## config.mk

```make
export PLATFORM = sky130hd
export DESIGN_NAME = nes_bus_top
export DESIGN_NICKNAME = d
export VERILOG_FILES = /design/src/verilog/nes_bus_pkg.sv /design/src/verilog/nes_timing_pkg.sv /design/src/verilog/dma_bus_if.sv /design/src/verilog/clk_en_if.sv /design/src/verilog/nes_bus_top.sv /design/src/verilog/memory_multiplex.sv /design/src/verilog/cpu_bus_decode.sv /design/src/verilog/dma_controller.sv /design/src/verilog/clock_enables.sv
export SDC_FILE = /design/constraint.sdc
export NUM_CORES = 1
export LEC_CHECK = 0
export BUFFER_PORTS_ARGS = -buffer_cell sky130_fd_sc_hd__buf_2
export CORE_MARGIN = 2
export CORE_UTILIZATION = 40
export CTS_CLUSTER_SIZE = 12
export DETAILED_ROUTE_END_ITERATION = 8
export PLACE_DENSITY_LB_ADDON = 0.15
export REMOVE_ABC_BUFFERS = 1
export SYNTH_ARGS = -nofsm -noshare
export SYNTH_HDL_FRONTEND = slang
export SYNTH_SLANG_ARGS = --single-unit
```

## constraint.sdc

```tcl
create_clock -name clk -period 3.5 [get_ports clk]
set_clock_uncertainty 0.15 [all_clocks]
set_input_delay 0.7 -clock clk [delete_from_list [all_inputs] [get_ports clk]]
set_output_delay 0.7 -clock clk [all_outputs]
set_load 0.05 [all_outputs]
```

## src/verilog/nes_bus_pkg.sv

```systemverilog
// CPU bus definitions
// Bus widths, fixed register addresses and the address-range limits used
// by the decoder, plus the DMA state encodings

package nes_bus_pkg;

	typedef logic [15:0] cpu_addr_t; // CPU address
	typedef logic [7:0] data_t;      // Data byte
	typedef logic [21:0] mem_addr_t; // Linear address into the shared memory

	// Sprite DMA page register
	localparam cpu_addr_t SPRITE_DMA_ADDR = 16'h4014;

	// OAM data port, target of every sprite DMA write
	localparam cpu_addr_t OAM_DATA_ADDR = 16'h2004;

	// Address map
	// $0000-$1FFF PRG/RAM
	// $2000-$3FFF PPU registers
	// $4000-$4017 APU and joypads, no device here so open bus
	// $4018-$40FF open bus
	// $4100-$FFFF PRG/RAM again
	localparam cpu_addr_t PPU_BASE = 16'h2000;
	localparam cpu_addr_t APU_BASE = 16'h4000;
	localparam cpu_addr_t OPEN_BASE = 16'h4018;
	localparam cpu_addr_t PRG_BASE = 16'h4100;

	// Sprite DMA FSM
	typedef enum logic [1:0] {
		SPR_IDLE,  // No transfer
		SPR_ALIGN, // Waiting for an odd read cycle
		SPR_RUN    // Read/write pairs in progress
	} spr_state_e;

	// DMC fetch FSM
	typedef enum logic {
		DMC_IDLE,
		DMC_FETCH // Request taken, read on next even cycle
	} dmc_state_e;

endpackage

```

## src/verilog/nes_timing_pkg.sv

```systemverilog
// Master clock timing constants
// NTSC divider ratios and the counter type used by the clock-enable generator
// Both dividers count 1..N and fire on N

package nes_timing_pkg;

	// Divider counter, wide enough for the CPU ratio
	typedef logic [4:0] div_cnt_t;

	// Master clocks per CPU cycle
	localparam div_cnt_t CPU_DIV = 5'd12;

	// Master clocks per PPU cycle
	localparam div_cnt_t PPU_DIV = 5'd4;

	// PRG accesses may only start while the CPU divider is in 1..4
	// This lines the window up with the first PPU cycle of each CPU cycle
	localparam div_cnt_t CART_PRE_LAST = 5'd4;

	// First value of both dividers
	localparam div_cnt_t DIV_FIRST = 5'd1;

endpackage
```

## src/verilog/dma_bus_if.sv

```systemverilog
// DMA bus-master request
// When aout_enable is high the DMA controller owns the CPU bus:
// address, direction and write data all come from this bundle
`timescale 1ns/10ps

interface dma_bus_if import nes_bus_pkg::*; ();

	cpu_addr_t aout;     // Address to access
	logic aout_enable;   // DMA wants the bus
	logic read;          // 1 read, 0 write
	data_t data_to_ram;  // Write data

	modport src (output aout, aout_enable, read, data_to_ram);

	modport sink (input aout, aout_enable, read, data_to_ram);

endinterface

```

## src/verilog/clk_en_if.sv

```systemverilog
// Clock enable bundle
// Carries the CPU/PPU enables, the PRG window and the cycle parity
// from the divider to the blocks that run on them
`timescale 1ns/10ps

interface clk_en_if ();

	logic cpu_ce;    // One clk per CPU cycle
	logic ppu_ce;    // One clk per PPU cycle
	logic cart_pre;  // PRG access window
	logic odd_cycle; // Parity of the current CPU cycle

	modport src (output cpu_ce, ppu_ce, cart_pre, odd_cycle);

	modport sink (input cpu_ce, ppu_ce, cart_pre, odd_cycle);

endinterface

```

## src/verilog/nes_bus_top.sv

```systemverilog
// Bus and DMA subsystem
// Clock enables, DMA controller, CPU bus decoder and the shared memory
// arbiter wired together
`timescale 1ns/10ps

module nes_bus_top import nes_bus_pkg::*; (
	input logic clk,
	input logic reset,
	input logic cpu_rnw,
	input logic dmc_req,
	input logic chr_read,
	input logic chr_write,
	input cpu_addr_t cpu_addr,
	input cpu_addr_t dmc_addr,
	input data_t cpu_dout,
	input data_t chr_din,
	input data_t memory_din_cpu,
	input mem_addr_t chr_addr,
	output logic cpu_ce,
	output logic ppu_ce,
	output logic pause_cpu,
	output logic dmc_ack,
	output logic bus_write,
	output logic ppu_write,
	output logic memory_read_cpu,
	output logic memory_read_ppu,
	output logic memory_write,
	output cpu_addr_t bus_addr,
	output data_t bus_dout,
	output data_t cpu_din,
	output data_t memory_dout,
	output mem_addr_t memory_addr
);

	clk_en_if ce_if ();
	dma_bus_if dma_if ();

	logic sprite_trigger;
	logic prg_read;
	logic prg_write;
	mem_addr_t prg_addr;
	data_t prg_din;

	assign cpu_ce = ce_if.cpu_ce;
	assign ppu_ce = ce_if.ppu_ce;

	clock_enables clock_enables_i (
		.clk   (clk),
		.reset (reset),
		.ce    (ce_if.src)
	);

	dma_controller dma_controller_i (
		.clk            (clk),
		.reset          (reset),
		.sprite_trigger (sprite_trigger),
		.cpu_rnw        (cpu_rnw),
		.dmc_req        (dmc_req),
		.cpu_dout       (cpu_dout),
		.cpu_din        (cpu_din),   // Sprite bytes come back on the read path
		.dmc_addr       (dmc_addr),
		.dmc_ack        (dmc_ack),
		.pause_cpu      (pause_cpu),
		.ce             (ce_if.sink),
		.bus            (dma_if.src)
	);

	cpu_bus_decode cpu_bus_decode_i (
		.clk            (clk),
		.reset          (reset),
		.cpu_rnw        (cpu_rnw),
		.cpu_addr       (cpu_addr),
		.cpu_dout       (cpu_dout),
		.memory_din_cpu (memory_din_cpu),
		.ce             (ce_if.sink),
		.dma            (dma_if.sink),
		.bus_addr       (bus_addr),
		.bus_dout       (bus_dout),
		.cpu_din        (cpu_din),
		.bus_write      (bus_write),
		.ppu_write      (ppu_write),
		.sprite_trigger (sprite_trigger),
		.prg_read       (prg_read),
		.prg_write      (prg_write),
		.prg_addr       (prg_addr),
		.prg_din        (prg_din)
	);

	memory_multiplex memory_multiplex_i (
		.clk             (clk),
		.reset           (reset),
		.ce              (ce_if.sink),
		.prg_addr        (prg_addr),
		.prg_read        (prg_read),
		.prg_write       (prg_write),
		.prg_din         (prg_din),
		.chr_addr        (chr_addr),
		.chr_read        (chr_read),
		.chr_write       (chr_write),
		.chr_din         (chr_din),
		.memory_addr     (memory_addr),
		.memory_read_cpu (memory_read_cpu),
		.memory_read_ppu (memory_read_ppu),
		.memory_write    (memory_write),
		.memory_dout     (memory_dout)
	);

endmodule

```

## src/verilog/memory_multiplex.sv

```systemverilog
// Shared memory arbiter
// One external memory serves PPU (CHR) and CPU (PRG) accesses. The PPU
// always wins and is never held off. A CPU request that meets a busy
// PPU is saved and issued at the next idle PPU cycle
`timescale 1ns/10ps

module memory_multiplex import nes_bus_pkg::*; (
	input logic clk,
	input logic reset,
	clk_en_if.sink ce,
	input mem_addr_t prg_addr,
	input logic prg_read,
	input logic prg_write,
	input data_t prg_din,
	input mem_addr_t chr_addr,
	input logic chr_read,
	input logic chr_write,
	input data_t chr_din,
	output mem_addr_t memory_addr,
	output logic memory_read_cpu, // Read into the CPU latch
	output logic memory_read_ppu, // Read into the PPU latch
	output logic memory_write,
	output data_t memory_dout
);

	logic chr_busy;        // PPU owns the memory this cycle
	logic saved_prg_read;  // CPU read waiting for the memory
	logic saved_prg_write; // CPU write, always issued one PPU cycle late

	assign chr_busy = chr_read || chr_write;

	// PPU access goes out in the same cycle
	assign memory_addr = chr_busy ? chr_addr : prg_addr;
	assign memory_read_ppu = chr_read;
	assign memory_read_cpu = !chr_busy && (prg_read || saved_prg_read);
	assign memory_write = chr_busy ? chr_write : saved_prg_write;
	assign memory_dout = chr_write ? chr_din : prg_din;

	always_ff @(posedge clk) begin
		if (reset) begin
			saved_prg_read <= 1'b0;
			saved_prg_write <= 1'b0;
		end else if (ce.ppu_ce) begin
			if (chr_busy) begin
				// Hold CPU requests until the PPU lets go
				saved_prg_read <= prg_read || saved_prg_read;
				saved_prg_write <= prg_write || saved_prg_write;
			end else begin
				saved_prg_read <= 1'b0;        // Read went out this cycle
				saved_prg_write <= prg_write;  // Write data settles first
			end
		end
	end

	// A fresh CPU read only starts inside the PRG window
	a_cpu_read_window: assert property (
		@(posedge clk) disable iff (reset)
		(memory_read_cpu && !saved_prg_read) |-> ce.cart_pre
	) else $error("CPU read started outside the PRG window");

endmodule

```

## src/verilog/cpu_bus_decode.sv

```systemverilog
// CPU bus decoder
// Picks DMA or CPU as bus master, decodes the PPU, open-bus and PRG/RAM
// ranges, and returns read data. Unmapped reads give back the last
// value seen on the bus
`timescale 1ns/10ps

module cpu_bus_decode import nes_bus_pkg::*; (
	input logic clk,
	input logic reset,
	input logic cpu_rnw,
	input cpu_addr_t cpu_addr,
	input data_t cpu_dout,
	input data_t memory_din_cpu, // Data from the shared memory
	clk_en_if.sink ce,
	dma_bus_if.sink dma,
	output cpu_addr_t bus_addr,
	output data_t bus_dout,
	output data_t cpu_din,
	output logic bus_write,
	output logic ppu_write,
	output logic sprite_trigger,
	output logic prg_read,
	output logic prg_write,
	output mem_addr_t prg_addr,
	output data_t prg_din
);

	logic bus_read;
	logic ppu_cs;  // $2000-$3FFF
	logic apu_cs;  // $4000-$4017, nothing fitted
	logic void_cs; // $4018-$40FF
	logic prg_cs;
	data_t open_bus_q;

	// Bus master select
	assign bus_addr = dma.aout_enable ? dma.aout : cpu_addr;
	assign bus_dout = dma.aout_enable ? dma.data_to_ram : cpu_dout;
	assign bus_read = dma.aout_enable ? dma.read : cpu_rnw;
	assign bus_write = !bus_read;

	assign ppu_cs = (bus_addr >= PPU_BASE) && (bus_addr < APU_BASE);
	assign apu_cs = (bus_addr >= APU_BASE) && (bus_addr < OPEN_BASE);
	assign void_cs = (bus_addr >= OPEN_BASE) && (bus_addr < PRG_BASE);
	assign prg_cs = !ppu_cs && !apu_cs && !void_cs; // Low RAM and everything from $4100

	assign ppu_write = bus_write && ppu_cs;
	assign sprite_trigger = bus_write && (bus_addr == SPRITE_DMA_ADDR);

	// PRG strobes only inside the start window
	assign prg_read = bus_read && ce.cart_pre && prg_cs;
	assign prg_write = bus_write && ce.cart_pre && prg_cs;
	assign prg_addr = {{($bits(mem_addr_t) - $bits(cpu_addr_t)){1'b0}}, bus_addr};
	assign prg_din = bus_dout;

	// Only PRG/RAM drives the data bus, everything else floats
	assign cpu_din = prg_cs ? memory_din_cpu : open_bus_q;

	always_ff @(posedge clk) begin
		if (reset)
			open_bus_q <= '0;
		else
			open_bus_q <= cpu_din; // Bus capacitance keeps the last byte
	end

	// DMA writes only ever land on PPU registers
	a_dma_write_ppu: assert property (
		@(posedge clk) disable iff (reset)
		(dma.aout_enable && bus_write) |-> ppu_write
	) else $error("DMA write outside the PPU registers");

endmodule

```

## src/verilog/dma_controller.sv

```systemverilog
// Sprite and DMC DMA controller
// Sprite DMA copies one 256-byte page to OAM as read/write pairs
// (reads on even cycles, writes to $2004 on odd cycles). DMC fetches
// steal an even cycle, and an interrupted sprite transfer resumes on
// the same byte
`timescale 1ns/10ps

module dma_controller import nes_bus_pkg::*; (
	input logic clk,
	input logic reset,
	input logic sprite_trigger, // CPU wrote $4014
	input logic cpu_rnw,        // CPU in a read cycle
	input logic dmc_req,        // Held until dmc_ack
	input data_t cpu_dout,      // Page number on the trigger write
	input data_t cpu_din,       // Read data returned by the bus
	input cpu_addr_t dmc_addr,
	output logic dmc_ack,
	output logic pause_cpu,
	clk_en_if.sink ce,
	dma_bus_if.src bus
);

	spr_state_e spr_state;
	dmc_state_e dmc_state;
	data_t spr_page;  // High byte of the source address
	data_t spr_index; // Byte within the page
	data_t spr_data;  // Byte on its way to OAM
	logic spr_read;   // Sprite read takes this cycle

	// Even cycle in RUN belongs to the sprite read unless DMC took it
	assign spr_read = (spr_state == SPR_RUN) && !ce.odd_cycle && !dmc_ack;

	always_ff @(posedge clk) begin
		if (reset) begin
			dmc_state <= DMC_IDLE;
			spr_state <= SPR_IDLE;
			spr_index <= '0;
		end else if (ce.cpu_ce) begin
			// DMC request only taken on an even read cycle
			case (dmc_state)
				DMC_IDLE: if (dmc_req && cpu_rnw && !ce.odd_cycle) dmc_state <= DMC_FETCH;
				DMC_FETCH: if (!ce.odd_cycle) dmc_state <= DMC_IDLE; // Ack cycle done
				default: dmc_state <= DMC_IDLE;
			endcase

			if (sprite_trigger) begin
				spr_state <= SPR_ALIGN;
				spr_index <= '0;
			end else begin
				case (spr_state)
					SPR_ALIGN: if (cpu_rnw && ce.odd_cycle) spr_state <= SPR_RUN;
					SPR_RUN: begin
						if (dmc_ack)
							spr_state <= SPR_ALIGN; // Lose this pair, next odd cycle idles
						else if (ce.odd_cycle) begin
							spr_index <= spr_index + 8'd1;
							if (spr_index == 8'hFF)
								spr_state <= SPR_IDLE; // 256th write done
						end
					end
					default: spr_state <= SPR_IDLE;
				endcase
			end
		end
	end

	// Transfer payload
	always_ff @(posedge clk) begin
		if (ce.cpu_ce && sprite_trigger)
			spr_page <= cpu_dout;
		if (ce.cpu_ce && spr_read)
			spr_data <= cpu_din; // Byte read this even cycle
	end

	assign dmc_ack = (dmc_state == DMC_FETCH) && !ce.odd_cycle;
	assign pause_cpu = ((spr_state != SPR_IDLE) || dmc_req) && cpu_rnw;

	assign bus.aout_enable = dmc_ack || (spr_state == SPR_RUN);
	assign bus.read = !ce.odd_cycle;
	assign bus.data_to_ram = spr_data;
	// DMC first, then page read on even, OAM write on odd
	assign bus.aout = dmc_ack ? dmc_addr :
		!ce.odd_cycle ? {spr_page, spr_index} : OAM_DATA_ADDR;

	// Ack is a pulse of exactly one CPU cycle
	a_ack_one_cycle: assert property (
		@(posedge clk) disable iff (reset)
		(dmc_ack && ce.cpu_ce) |=> !dmc_ack
	) else $error("dmc_ack held past its CPU cycle");

	// Bus ownership only changes at a CPU cycle boundary
	a_bus_owner: assert property (
		@(posedge clk) disable iff (reset)
		(bus.aout_enable && !ce.cpu_ce) |=> bus.aout_enable
	) else $error("DMA let go of the bus inside a CPU cycle");

endmodule

```

## src/verilog/clock_enables.sv

```systemverilog
// Master clock divider
// Produces the CPU (/12) and PPU (/4) clock enables, the PRG access
// window and the even/odd CPU cycle flag
`timescale 1ns/10ps

module clock_enables import nes_timing_pkg::*; (
	input logic clk,
	input logic reset,
	clk_en_if.src ce
);

	div_cnt_t div_cpu; // Runs 1..CPU_DIV
	div_cnt_t div_ppu; // Runs 1..PPU_DIV
	logic odd_q;

	// Both dividers start on 1 together, so every third PPU tick lands on a CPU tick
	always_ff @(posedge clk) begin
		if (reset) begin
			div_cpu <= DIV_FIRST;
			div_ppu <= DIV_FIRST;
			odd_q <= 1'b0;
		end else begin
			div_cpu <= (div_cpu == CPU_DIV) ? DIV_FIRST : div_cpu + div_cnt_t'(1);
			div_ppu <= (div_ppu == PPU_DIV) ? DIV_FIRST : div_ppu + div_cnt_t'(1);
			if (div_cpu == CPU_DIV)
				odd_q <= ~odd_q; // Flip at the end of each CPU cycle
		end
	end

	assign ce.cpu_ce = (div_cpu == CPU_DIV);
	assign ce.ppu_ce = (div_ppu == PPU_DIV);
	assign ce.odd_cycle = odd_q;

	// Window for starting PRG accesses, first PPU cycle of the CPU cycle
	assign ce.cart_pre = (div_cpu >= DIV_FIRST) && (div_cpu <= CART_PRE_LAST);

	// The two dividers must stay phase locked
	a_cpu_on_ppu: assert property (
		@(posedge clk) disable iff (reset)
		ce.cpu_ce |-> ce.ppu_ce
	) else $error("cpu_ce without ppu_ce");

endmodule

```

=== Yosys cells after proc, flatten, opt, wreduce, memory -nomap -nowiden ===
Index checks and enable logic that the tools add are counted.

* Bits of input ports: 84
* Logic and storage cells: 99
* Output and inout bits: 71
* Register bits after elaboration: 48

* Magnitude comparators: 8
* Add/sub/neg operators: 3
* Equal/unequal tests: 10
* Bitwise logic cells: 2
* Reduce and logical (&&, ||, !) cells: 41
* Muxes and demuxes: 24

{| class="wikitable"
|+ Operator list
! cell !! count
|-
| $mux W8 || 7
|-
| $lt A16 B15 Y1 const B || 3
|-
| $mux W16 || 3
|-
| $ge A16 B15 Y1 const B || 2
|-
| $logic_and A1 B1 Y1 || 22
|-
| $mux W22 || 1
|-
| $eq A16 B15 Y1 const B || 1
|-
| $ge A16 B14 Y1 const B || 1
|-
| $add A5 B1 Y5 const B || 2
|-
| $mux W2 || 5
|-
| $add A8 B1 Y8 const B || 1
|-
| $eq A8 B8 Y1 const B || 1
|-
| $ne A4 B2 Y1 const B || 2
|-
| $reduce_and A4 Y1 || 2
|-
| $logic_not A1 Y1 || 7
|-
| $mux W1 || 6
|-
| $reduce_bool A2 Y1 || 3
|-
| $eq A5 B3 Y1 const B || 1
|-
| $eq A5 B4 Y1 const B || 1
|-
| $ge A5 B1 Y1 const B || 1
|-
| $le A5 B3 Y1 const B || 1
|-
| $logic_or A1 B1 Y1 || 5
|-
| $pmux W2 S2 || 1
|-
| $reduce_or A2 Y1 || 2
|-
| other kinds (6) || 7
|}

=== Logic depth before layout (Yosys ltp) ===
* Depth in word-level cells: 12
* Gate-level depth with buffers: 10
* Depth with buffers taken out: 9

=== Hierarchy ===
From an unflattened synthesis, not the netlist that was laid out.

* Cells, all modules: 345
* Area total of the unflattened synthesis: 3,495.9 um^2

{| class="wikitable"
|+ Modules (own cells, without submodules)
! module !! instances !! seq. area each (um^2) !! area each (um^2) !! cells each
|-
| dma_controller || 1 || 700.7 || 1,377.6 || 125
|-
| cpu_bus_decode || 1 || 160.2 || 1,078.5 || 124
|-
| memory_multiplex || 1 || 40.0 || 543.0 || 45
|-
| clock_enables || 1 || 220.2 || 496.7 || 51
|}

=== Worst setup path after synthesis ===
Ideal clock, no wire load.

* Kind: flip-flop to output port
* Start: reg dma_controller_i.spr_state[0]
* End: out ppu_write
* Data arrival time: 3.133 ns
* Data required time: 2.650 ns
* Slack: -0.483 ns
* Cell stages (with the launch flop): 8
* Path through: dfxtp_1 > buf_2 > nand2b_4 > clkbuf_1 > a21oi_1 > a21oi_1 > nand2_1 > nor3_1

{| class="wikitable"
|+ RTL lines
! item !! line !! RTL
|-
| start, declared || dma_controller.sv:23 || <nowiki>spr_state_e spr_state;</nowiki>
|-
| start signal, assigned || dma_controller.sv:36 || <nowiki>spr_state <= SPR_IDLE;</nowiki>
|-
| start signal, assigned || dma_controller.sv:47 || <nowiki>spr_state <= SPR_ALIGN;</nowiki>
|-
| start signal, assigned || dma_controller.sv:51 || <nowiki>SPR_ALIGN: if (cpu_rnw && ce.odd_cycle) spr_state <= SPR_RUN;</nowiki>
|-
| $eq A2 B2 Y1 || dma_controller.sv:78 || <nowiki>assign bus.aout_enable = dmc_ack || (spr_state == SPR_RUN);</nowiki>
|-
| $logic_or A1 B1 Y1 || dma_controller.sv:78 ||
|-
| $mux W1 || cpu_bus_decode.sv:38 || <nowiki>assign bus_read = dma.aout_enable ? dma.read : cpu_rnw;</nowiki>
|-
| $logic_not A1 Y1 || cpu_bus_decode.sv:39 || <nowiki>assign bus_write = !bus_read;</nowiki>
|-
| net bus_write || nes_bus_top.sv:23 || <nowiki>output logic bus_write,</nowiki>
|-
| $logic_and A1 B1 Y1 || cpu_bus_decode.sv:46 || <nowiki>assign ppu_write = bus_write && ppu_cs;</nowiki>
|-
| end, declared || nes_bus_top.sv:24 || <nowiki>output logic ppu_write,</nowiki>
|}

The timed path passes the listed nets, and every way through them passes these cells.

=== Final worst setup path ===
* Start: reg clock_enables_i.odd_q (netlist: clock_enables_i.ce.odd_cycle)
* End: out cpu_din[5]

* Longest elaborated chain between the ends: 10

{| class="wikitable"
|+ Ends and longest elaborated chain
! item !! line !! RTL
|-
| start, declared || clock_enables.sv:14 || <nowiki>logic odd_q;</nowiki>
|-
| start signal, assigned || clock_enables.sv:26 || <nowiki>odd_q <= ~odd_q;</nowiki>
|-
| $logic_not A1 Y1 || dma_controller.sv:75 || <nowiki>assign dmc_ack = (dmc_state == DMC_FETCH) && !ce.odd_cycle;</nowiki>
|-
| $logic_and A1 B1 Y1 || dma_controller.sv:75 ||
|-
| $mux W16 or $logic_or A1 B1 Y1 (tied branches) || dma_controller.sv:82, dma_controller.sv:78 ||
|-
| $mux W16 * || cpu_bus_decode.sv:36 || <nowiki>assign bus_addr = dma.aout_enable ? dma.aout : cpu_addr;</nowiki>
|-
| $ge A16 B14 Y1 (tied with other cells) || cpu_bus_decode.sv:41 || <nowiki>assign ppu_cs = (bus_addr >= PPU_BASE) && (bus_addr < APU_BASE);</nowiki>
|-
| $logic_and A1 B1 Y1, on equally long branches || cpu_bus_decode.sv:41, cpu_bus_decode.sv:42 ||
|-
| $logic_not A1 Y1 || cpu_bus_decode.sv:44 || <nowiki>assign prg_cs = !ppu_cs && !apu_cs && !void_cs;</nowiki>
|-
| $logic_and A1 B1 Y1 || cpu_bus_decode.sv:44 ||
|-
| $logic_and A1 B1 Y1 * || cpu_bus_decode.sv:44 ||
|-
| $mux W8 * || cpu_bus_decode.sv:56 || <nowiki>assign cpu_din = prg_cs ? memory_din_cpu : open_bus_q;</nowiki>
|-
| end, declared || nes_bus_top.sv:30 || <nowiki>output data_t cpu_din,</nowiki>
|}

Every way passes the cells marked *; elsewhere a longest branch is shown, timed or not.

==> out/summary.log <==
qor: drt.avgViaCountPerCell 5.280
qor: worst_hold_path.min_to clock_enables_i.div_ppu[0]$_SDFF_PP1_
qor: drt.top_layer met4
qor: yosys.netlist_area 3151 µm²
qor: timing.timing_hold_violations_final 0
qor: yosys.synth.top_cells.by_area sky130_fd_sc_hd__dfxtp_1 (20%), sky130_fd_sc_hd__edfxtp_1 (15%), sky130_fd_sc_hd__mux2_2 (11%)
qor: grt.first_global_vias 3180
qor: die.floorplan.die.width 92.75 µm
qor: placed_design.place_congestion 0.8052
qor: placed_design.placed_cells_incl_taps 608
qor: placed_design.post-place-ws -0.01825 ns
qor: die.core_area 7687 µm²
qor: setup_path.critPathMaxStageDelay 0.50 ns
qor: pwr.leakage_power 2.039 nW
qor: drt.number_of_design_rule_violations_left_by_the_first_detailed_router_iteration 198
qor: finish.total_nets_final 620
qor: pwr.p_seq_frac 0.406
qor: setup_path.r2r.worst_path.cells 9
qor: worst_hold_path.hp-class reg -> reg
qor: cts.cts_buf_count 5
qor: pwr.internal_power 0.0009706 W
qor: timing.report.final.setup_viol 7
qor: cts.holdBufCountCts 0
qor: pwr.clock_power_share 0.269
qor: cts.clock_sink_count 48
qor: pwr.power_switching_share 0.3495
qor: setup_path.critical_path.slowest_cell sky130_fd_sc_hd__or4_4
qor: worst_hold_path.worst_hold_startpoint clock_enables_i.div_ppu[0]$_SDFF_PP1_
qor: die.initial_core_util 0.4098
qor: setup_path.rr_startpoint clock_enables_i.ce.odd_cycle$_SDFFE_PP0P_
qor: yosys.count_of_flip_flops_with_a_built_in_enable_after_synthesis 16
qor: yosys.synth_commonest_cells sky130_fd_sc_hd__dfxtp_1 (32), sky130_fd_sc_hd__mux2_2 (30), sky130_fd_sc_hd__nand2_1 (23), sky130_fd_sc_hd__nor2_1 (23), sky130_fd_sc_hd__nand2b_1 (18)
qor: drt.ant_nets 0
qor: timing.clock.fmax 283.6 MHz
qor: yosys.post_synth.cell_area_avg 9.053 µm²
qor: yosys.post-synth-top-count-cell sky130_fd_sc_hd__dfxtp_1
qor: drt.detailed_routing_iteration_count_for_the_pre_antenna_repair_pass 4
qor: cts.worstSkewPairLatency 0.31 ns
qor: yosys.synth_seq_area_share 0.3558
qor: timing.worst_slew_pin_slew 0.6589 ns
qor: run_status.failed_checks negative setup slack
qor: setup_path.critical_path_required 2.65 ns
qor: cts.cts_buffer_depth 2
qor: grt.gr-total-overflow 0
qor: finish.final_cells 633
qor: setup_path.endpoint_kind output pin
qor: pwr.total_switching_power 0.0005214 W
qor: timing.final_max_slew_viol_count 0
qor: cts.tritoncts yes
qor: setup_path.crit_arrival 2.68 ns
qor: grt.grt_first_pass_wirelength 15360 µm
qor: timing.layout_setup_ws -0.02669 ns
qor: finish.postLayoutCoreUtil 0.5973
qor: pwr.vdd_ir_drop_max 0.2199 mV
qor: setup_path.cp_cell_sequence nand2b_4, inv_4, buf_6, a32oi_2, nand2_1, or4_4, o21ai_4, buf_8, mux2_4, buf_8
qor: pwr.comb_power_share 0.325
qor: drt.wl_per_cell 15.95 µm
qor: die.io_pins 155
qor: yosys.synthesis.instances 348
qor: job.max_cap_viols 0
qor: yosys.fraction_of_post_synthesis_cell_area_in_the_top_cell_type_by_area 0.2033
qor: finish.synthToLayoutAreaGrowth 45.75%
qor: finish.final_design_area_no_fill 4592 µm²
qor: timing.final_worst_path_period_share 1.008
qor: die.fp.dieArea 8603 µm²
qor: pwr.power_density 324.9 nW/µm²
qor: timing.grt_setup_unrepaired true
qor: setup_path.cp-start-kind register
qor: yosys.synth_ff_type sky130_fd_sc_hd__dfxtp_1
qor: timing.setup-tns-final -0.1566 ns
qor: drt.detail_route.drc_violations 0
qor: die.dieHeight 92.75 µm
qor: yosys.postSynth.asyncResetShare 0
qor: worst_hold_path.worstHoldPathCells 1
qor: grt.number_of_antenna_violations_at_the_first_check_in_global_routing 0
qor: placed_design.placed_cell_area 4177 µm²
qor: setup_path.r2r_setup_slack 0.89 ns
qor: setup_path.path_class reg -> out
qor: drt.via_count 3342
qor: yosys.synth.distinct_cells 58
qor: run_status.run_status finished with violations
qor: placed_design.io_buffer_count 154
qor: yosys.synthDominantAreaCellType sky130_fd_sc_hd__dfxtp_1
qor: cts.clk_transition_reported_paths 0.08 ns
qor: finish.fraction_of_final_layout_cells_sized_beyond_drive_strength_1 0.4915
qor: setup_path.critical-path-top-delay-family simple AND/OR/NAND/NOR gates
qor: drt.wirelength_met1 4063 µm
qor: placed_design.hpwl 7395 µm
qor: setup_path.regToRegEndpoint dma_controller_i.bus.data_to_ram[3]$_DFFE_PP_
qor: yosys.ys.warnings.count 0
qor: drt.dr_wl_met3 766 µm
qor: cts.root_buffer_selected_by_cts sky130_fd_sc_hd__clkbuf_8
qor: setup_path.critical_path.most_common_cell sky130_fd_sc_hd__buf_8
qor: yosys.synth.ff_latch_count 48
qor: grt.largest_net_degree_at_the_start_of_global_routing 41
qor: setup_path.critical_path_buf_inv_count 4
qor: timing.finalCriticalPeriod 3.527 ns
qor: timing.timing.max_slew.rel_slack 0.5608
qor: drt.route.final.wire_length 10090 µm
qor: drt.met2RoutedLength 5087 µm
qor: grt.globalRouteTotalUtil 0.2262
qor: finish.diodes 0
qor: die.num_rows 32
qor: setup_path.worstPathMaxFanout 7
qor: cts.cts_max_level 2
[metrics by stage]
| stage | power, W | hold WS [ns] |
|---|---|---|
| CTS | 0.001499 | 0.2781 |
| floorplan | 0.0009230 | 0.2382 |
| detailed placement | 0.001071 | 0.2574 |
| global placement | 0.001065 | 0.2524 |
| global route | 0.001550 | 0.2992 |
| finish | 0.001492 | 0.2762 |
[cells by family after synthesis]
| family | synth area share |
|---|---|
| and+or+nand+nor | 0.2597 |
| AOI/OAI and AO/OA | 0.1362 |
| DFF | 0.3558 |
| muxes | 0.1434 |
| buffers and inverters | 0.04766 |
| xor gates and xnor gates | 0.03336 |
| adders and majority gates | 0.02383 |
[power groups by stage]
stage | Sequential, W | Combinational, W | Clock (W)
floorplan | 0.000617 | 0.000306 | 0
global placement | 0.000620 | 0.000445 | 0
detailed placement | 0.000621 | 0.000450 | 0
CTS | 0.000607 | 0.000488 | 0.000404
global route | 0.000609 | 0.000513 | 0.000428
finish | 0.000606 | 0.000485 | 0.000401
[worst max path at each step]
stage | start | to | slack (ns) | cells past startpoint
finish | clock_enables_i.ce.odd_cycle$_SDFFE_PP0P_ | cpu_din[5] | -0.03 | 10
global route | clock_enables_i.ce.odd_cycle$_SDFFE_PP0P_ | cpu_din[5] | -0.12 | 10
CTS | clock_enables_i.ce.odd_cycle$_SDFFE_PP0P_ | cpu_din[6] | -0.06 | 10
detailed placement | cpu_addr[15] | cpu_din[4] | -0.02 | 9
global placement | cpu_addr[15] | cpu_din[4] | -0.002 | 9
floorplan | clock_enables_i.ce.odd_cycle$_SDFFE_PP0P_ | cpu_din[0] | -0.99 | 7
[final cells by class]
cell class	count	area (µm²)
Clock buffer	5	68.82
Clock inverter	3	37.54
Fill cell	706	3095
Inverter	15	58.81
Multi-Input combinational cell	264	1962
Sequential cell	48	1134
Tap cell	102	127.6
Timing Repair Buffer	196	1204
[registers in the layout, indices dropped and copies added (netlist names)]
signal,flops
dma_controller_i.dmc_state,1
dma_controller_i.spr_state,2
dma_controller_i.spr_page,8
clock_enables_i.div_cpu,5
memory_multiplex_i.saved_prg_write,1
memory_multiplex_i.saved_prg_read,1
dma_controller_i.bus.data_to_ram,8
clock_enables_i.div_ppu,5
clock_enables_i.ce.odd_cycle,1
cpu_bus_decode_i.open_bus_q,8
dma_controller_i.spr_index,8
[cells in the final DEF (no fill, tap or decap), types with 3 or more instances in the layout]
master	synthesis	routed
sky130_fd_sc_hd__and2_1	10	10
sky130_fd_sc_hd__mux2i_1	8	8
sky130_fd_sc_hd__edfxtp_1	16	16
sky130_fd_sc_hd__clkinv_1	1	3
sky130_fd_sc_hd__xor2_1	7	7
sky130_fd_sc_hd__mux2_4	0	8
sky130_fd_sc_hd__o211ai_1	3	3
sky130_fd_sc_hd__buf_2	3	145
sky130_fd_sc_hd__nand3b_1	6	6
sky130_fd_sc_hd__o21ai_0	13	13
sky130_fd_sc_hd__dfxtp_4	0	3
sky130_fd_sc_hd__a21oi_1	13	13
sky130_fd_sc_hd__ha_1	6	6
sky130_fd_sc_hd__xnor2_1	5	5
sky130_fd_sc_hd__clkbuf_8	0	5
sky130_fd_sc_hd__buf_8	0	9
sky130_fd_sc_hd__and3_1	3	3
sky130_fd_sc_hd__a22oi_1	9	7
sky130_fd_sc_hd__a32oi_1	6	5
sky130_fd_sc_hd__nand2_1	23	23
sky130_fd_sc_hd__buf_6	1	4
sky130_fd_sc_hd__nand4_1	5	5
sky130_fd_sc_hd__a31oi_1	3	3
sky130_fd_sc_hd__nor3_1	14	14
sky130_fd_sc_hd__buf_4	1	37
sky130_fd_sc_hd__dfxtp_1	32	28
sky130_fd_sc_hd__inv_1	13	11
sky130_fd_sc_hd__nand2b_1	18	17
sky130_fd_sc_hd__nor2_1	23	22
sky130_fd_sc_hd__nand3_1	17	17
sky130_fd_sc_hd__mux2_2	30	25
[what timing repair did]
action | CTS | global route
setup buffers | 15 | 3
endpoints found under the setup margin | 9 | 9
resized for setup | 50 | 11
pin swaps | 4 | 7
hold endpoints to repair | 0 | 0
cloned | 1 | 0
[metal layers]
| layer | GRT usage | up-vias |
|---|---|---|
| met2 | 0.4106 | 129 |
| met1 | 0.2682 | 1570 |
| met4 | 0.07230 | 0 |
| li1 | - | 1629 |
| met5 | 0 | - |
| met3 | 0.04312 | 14 |
(Power assumes the default switching activity.)
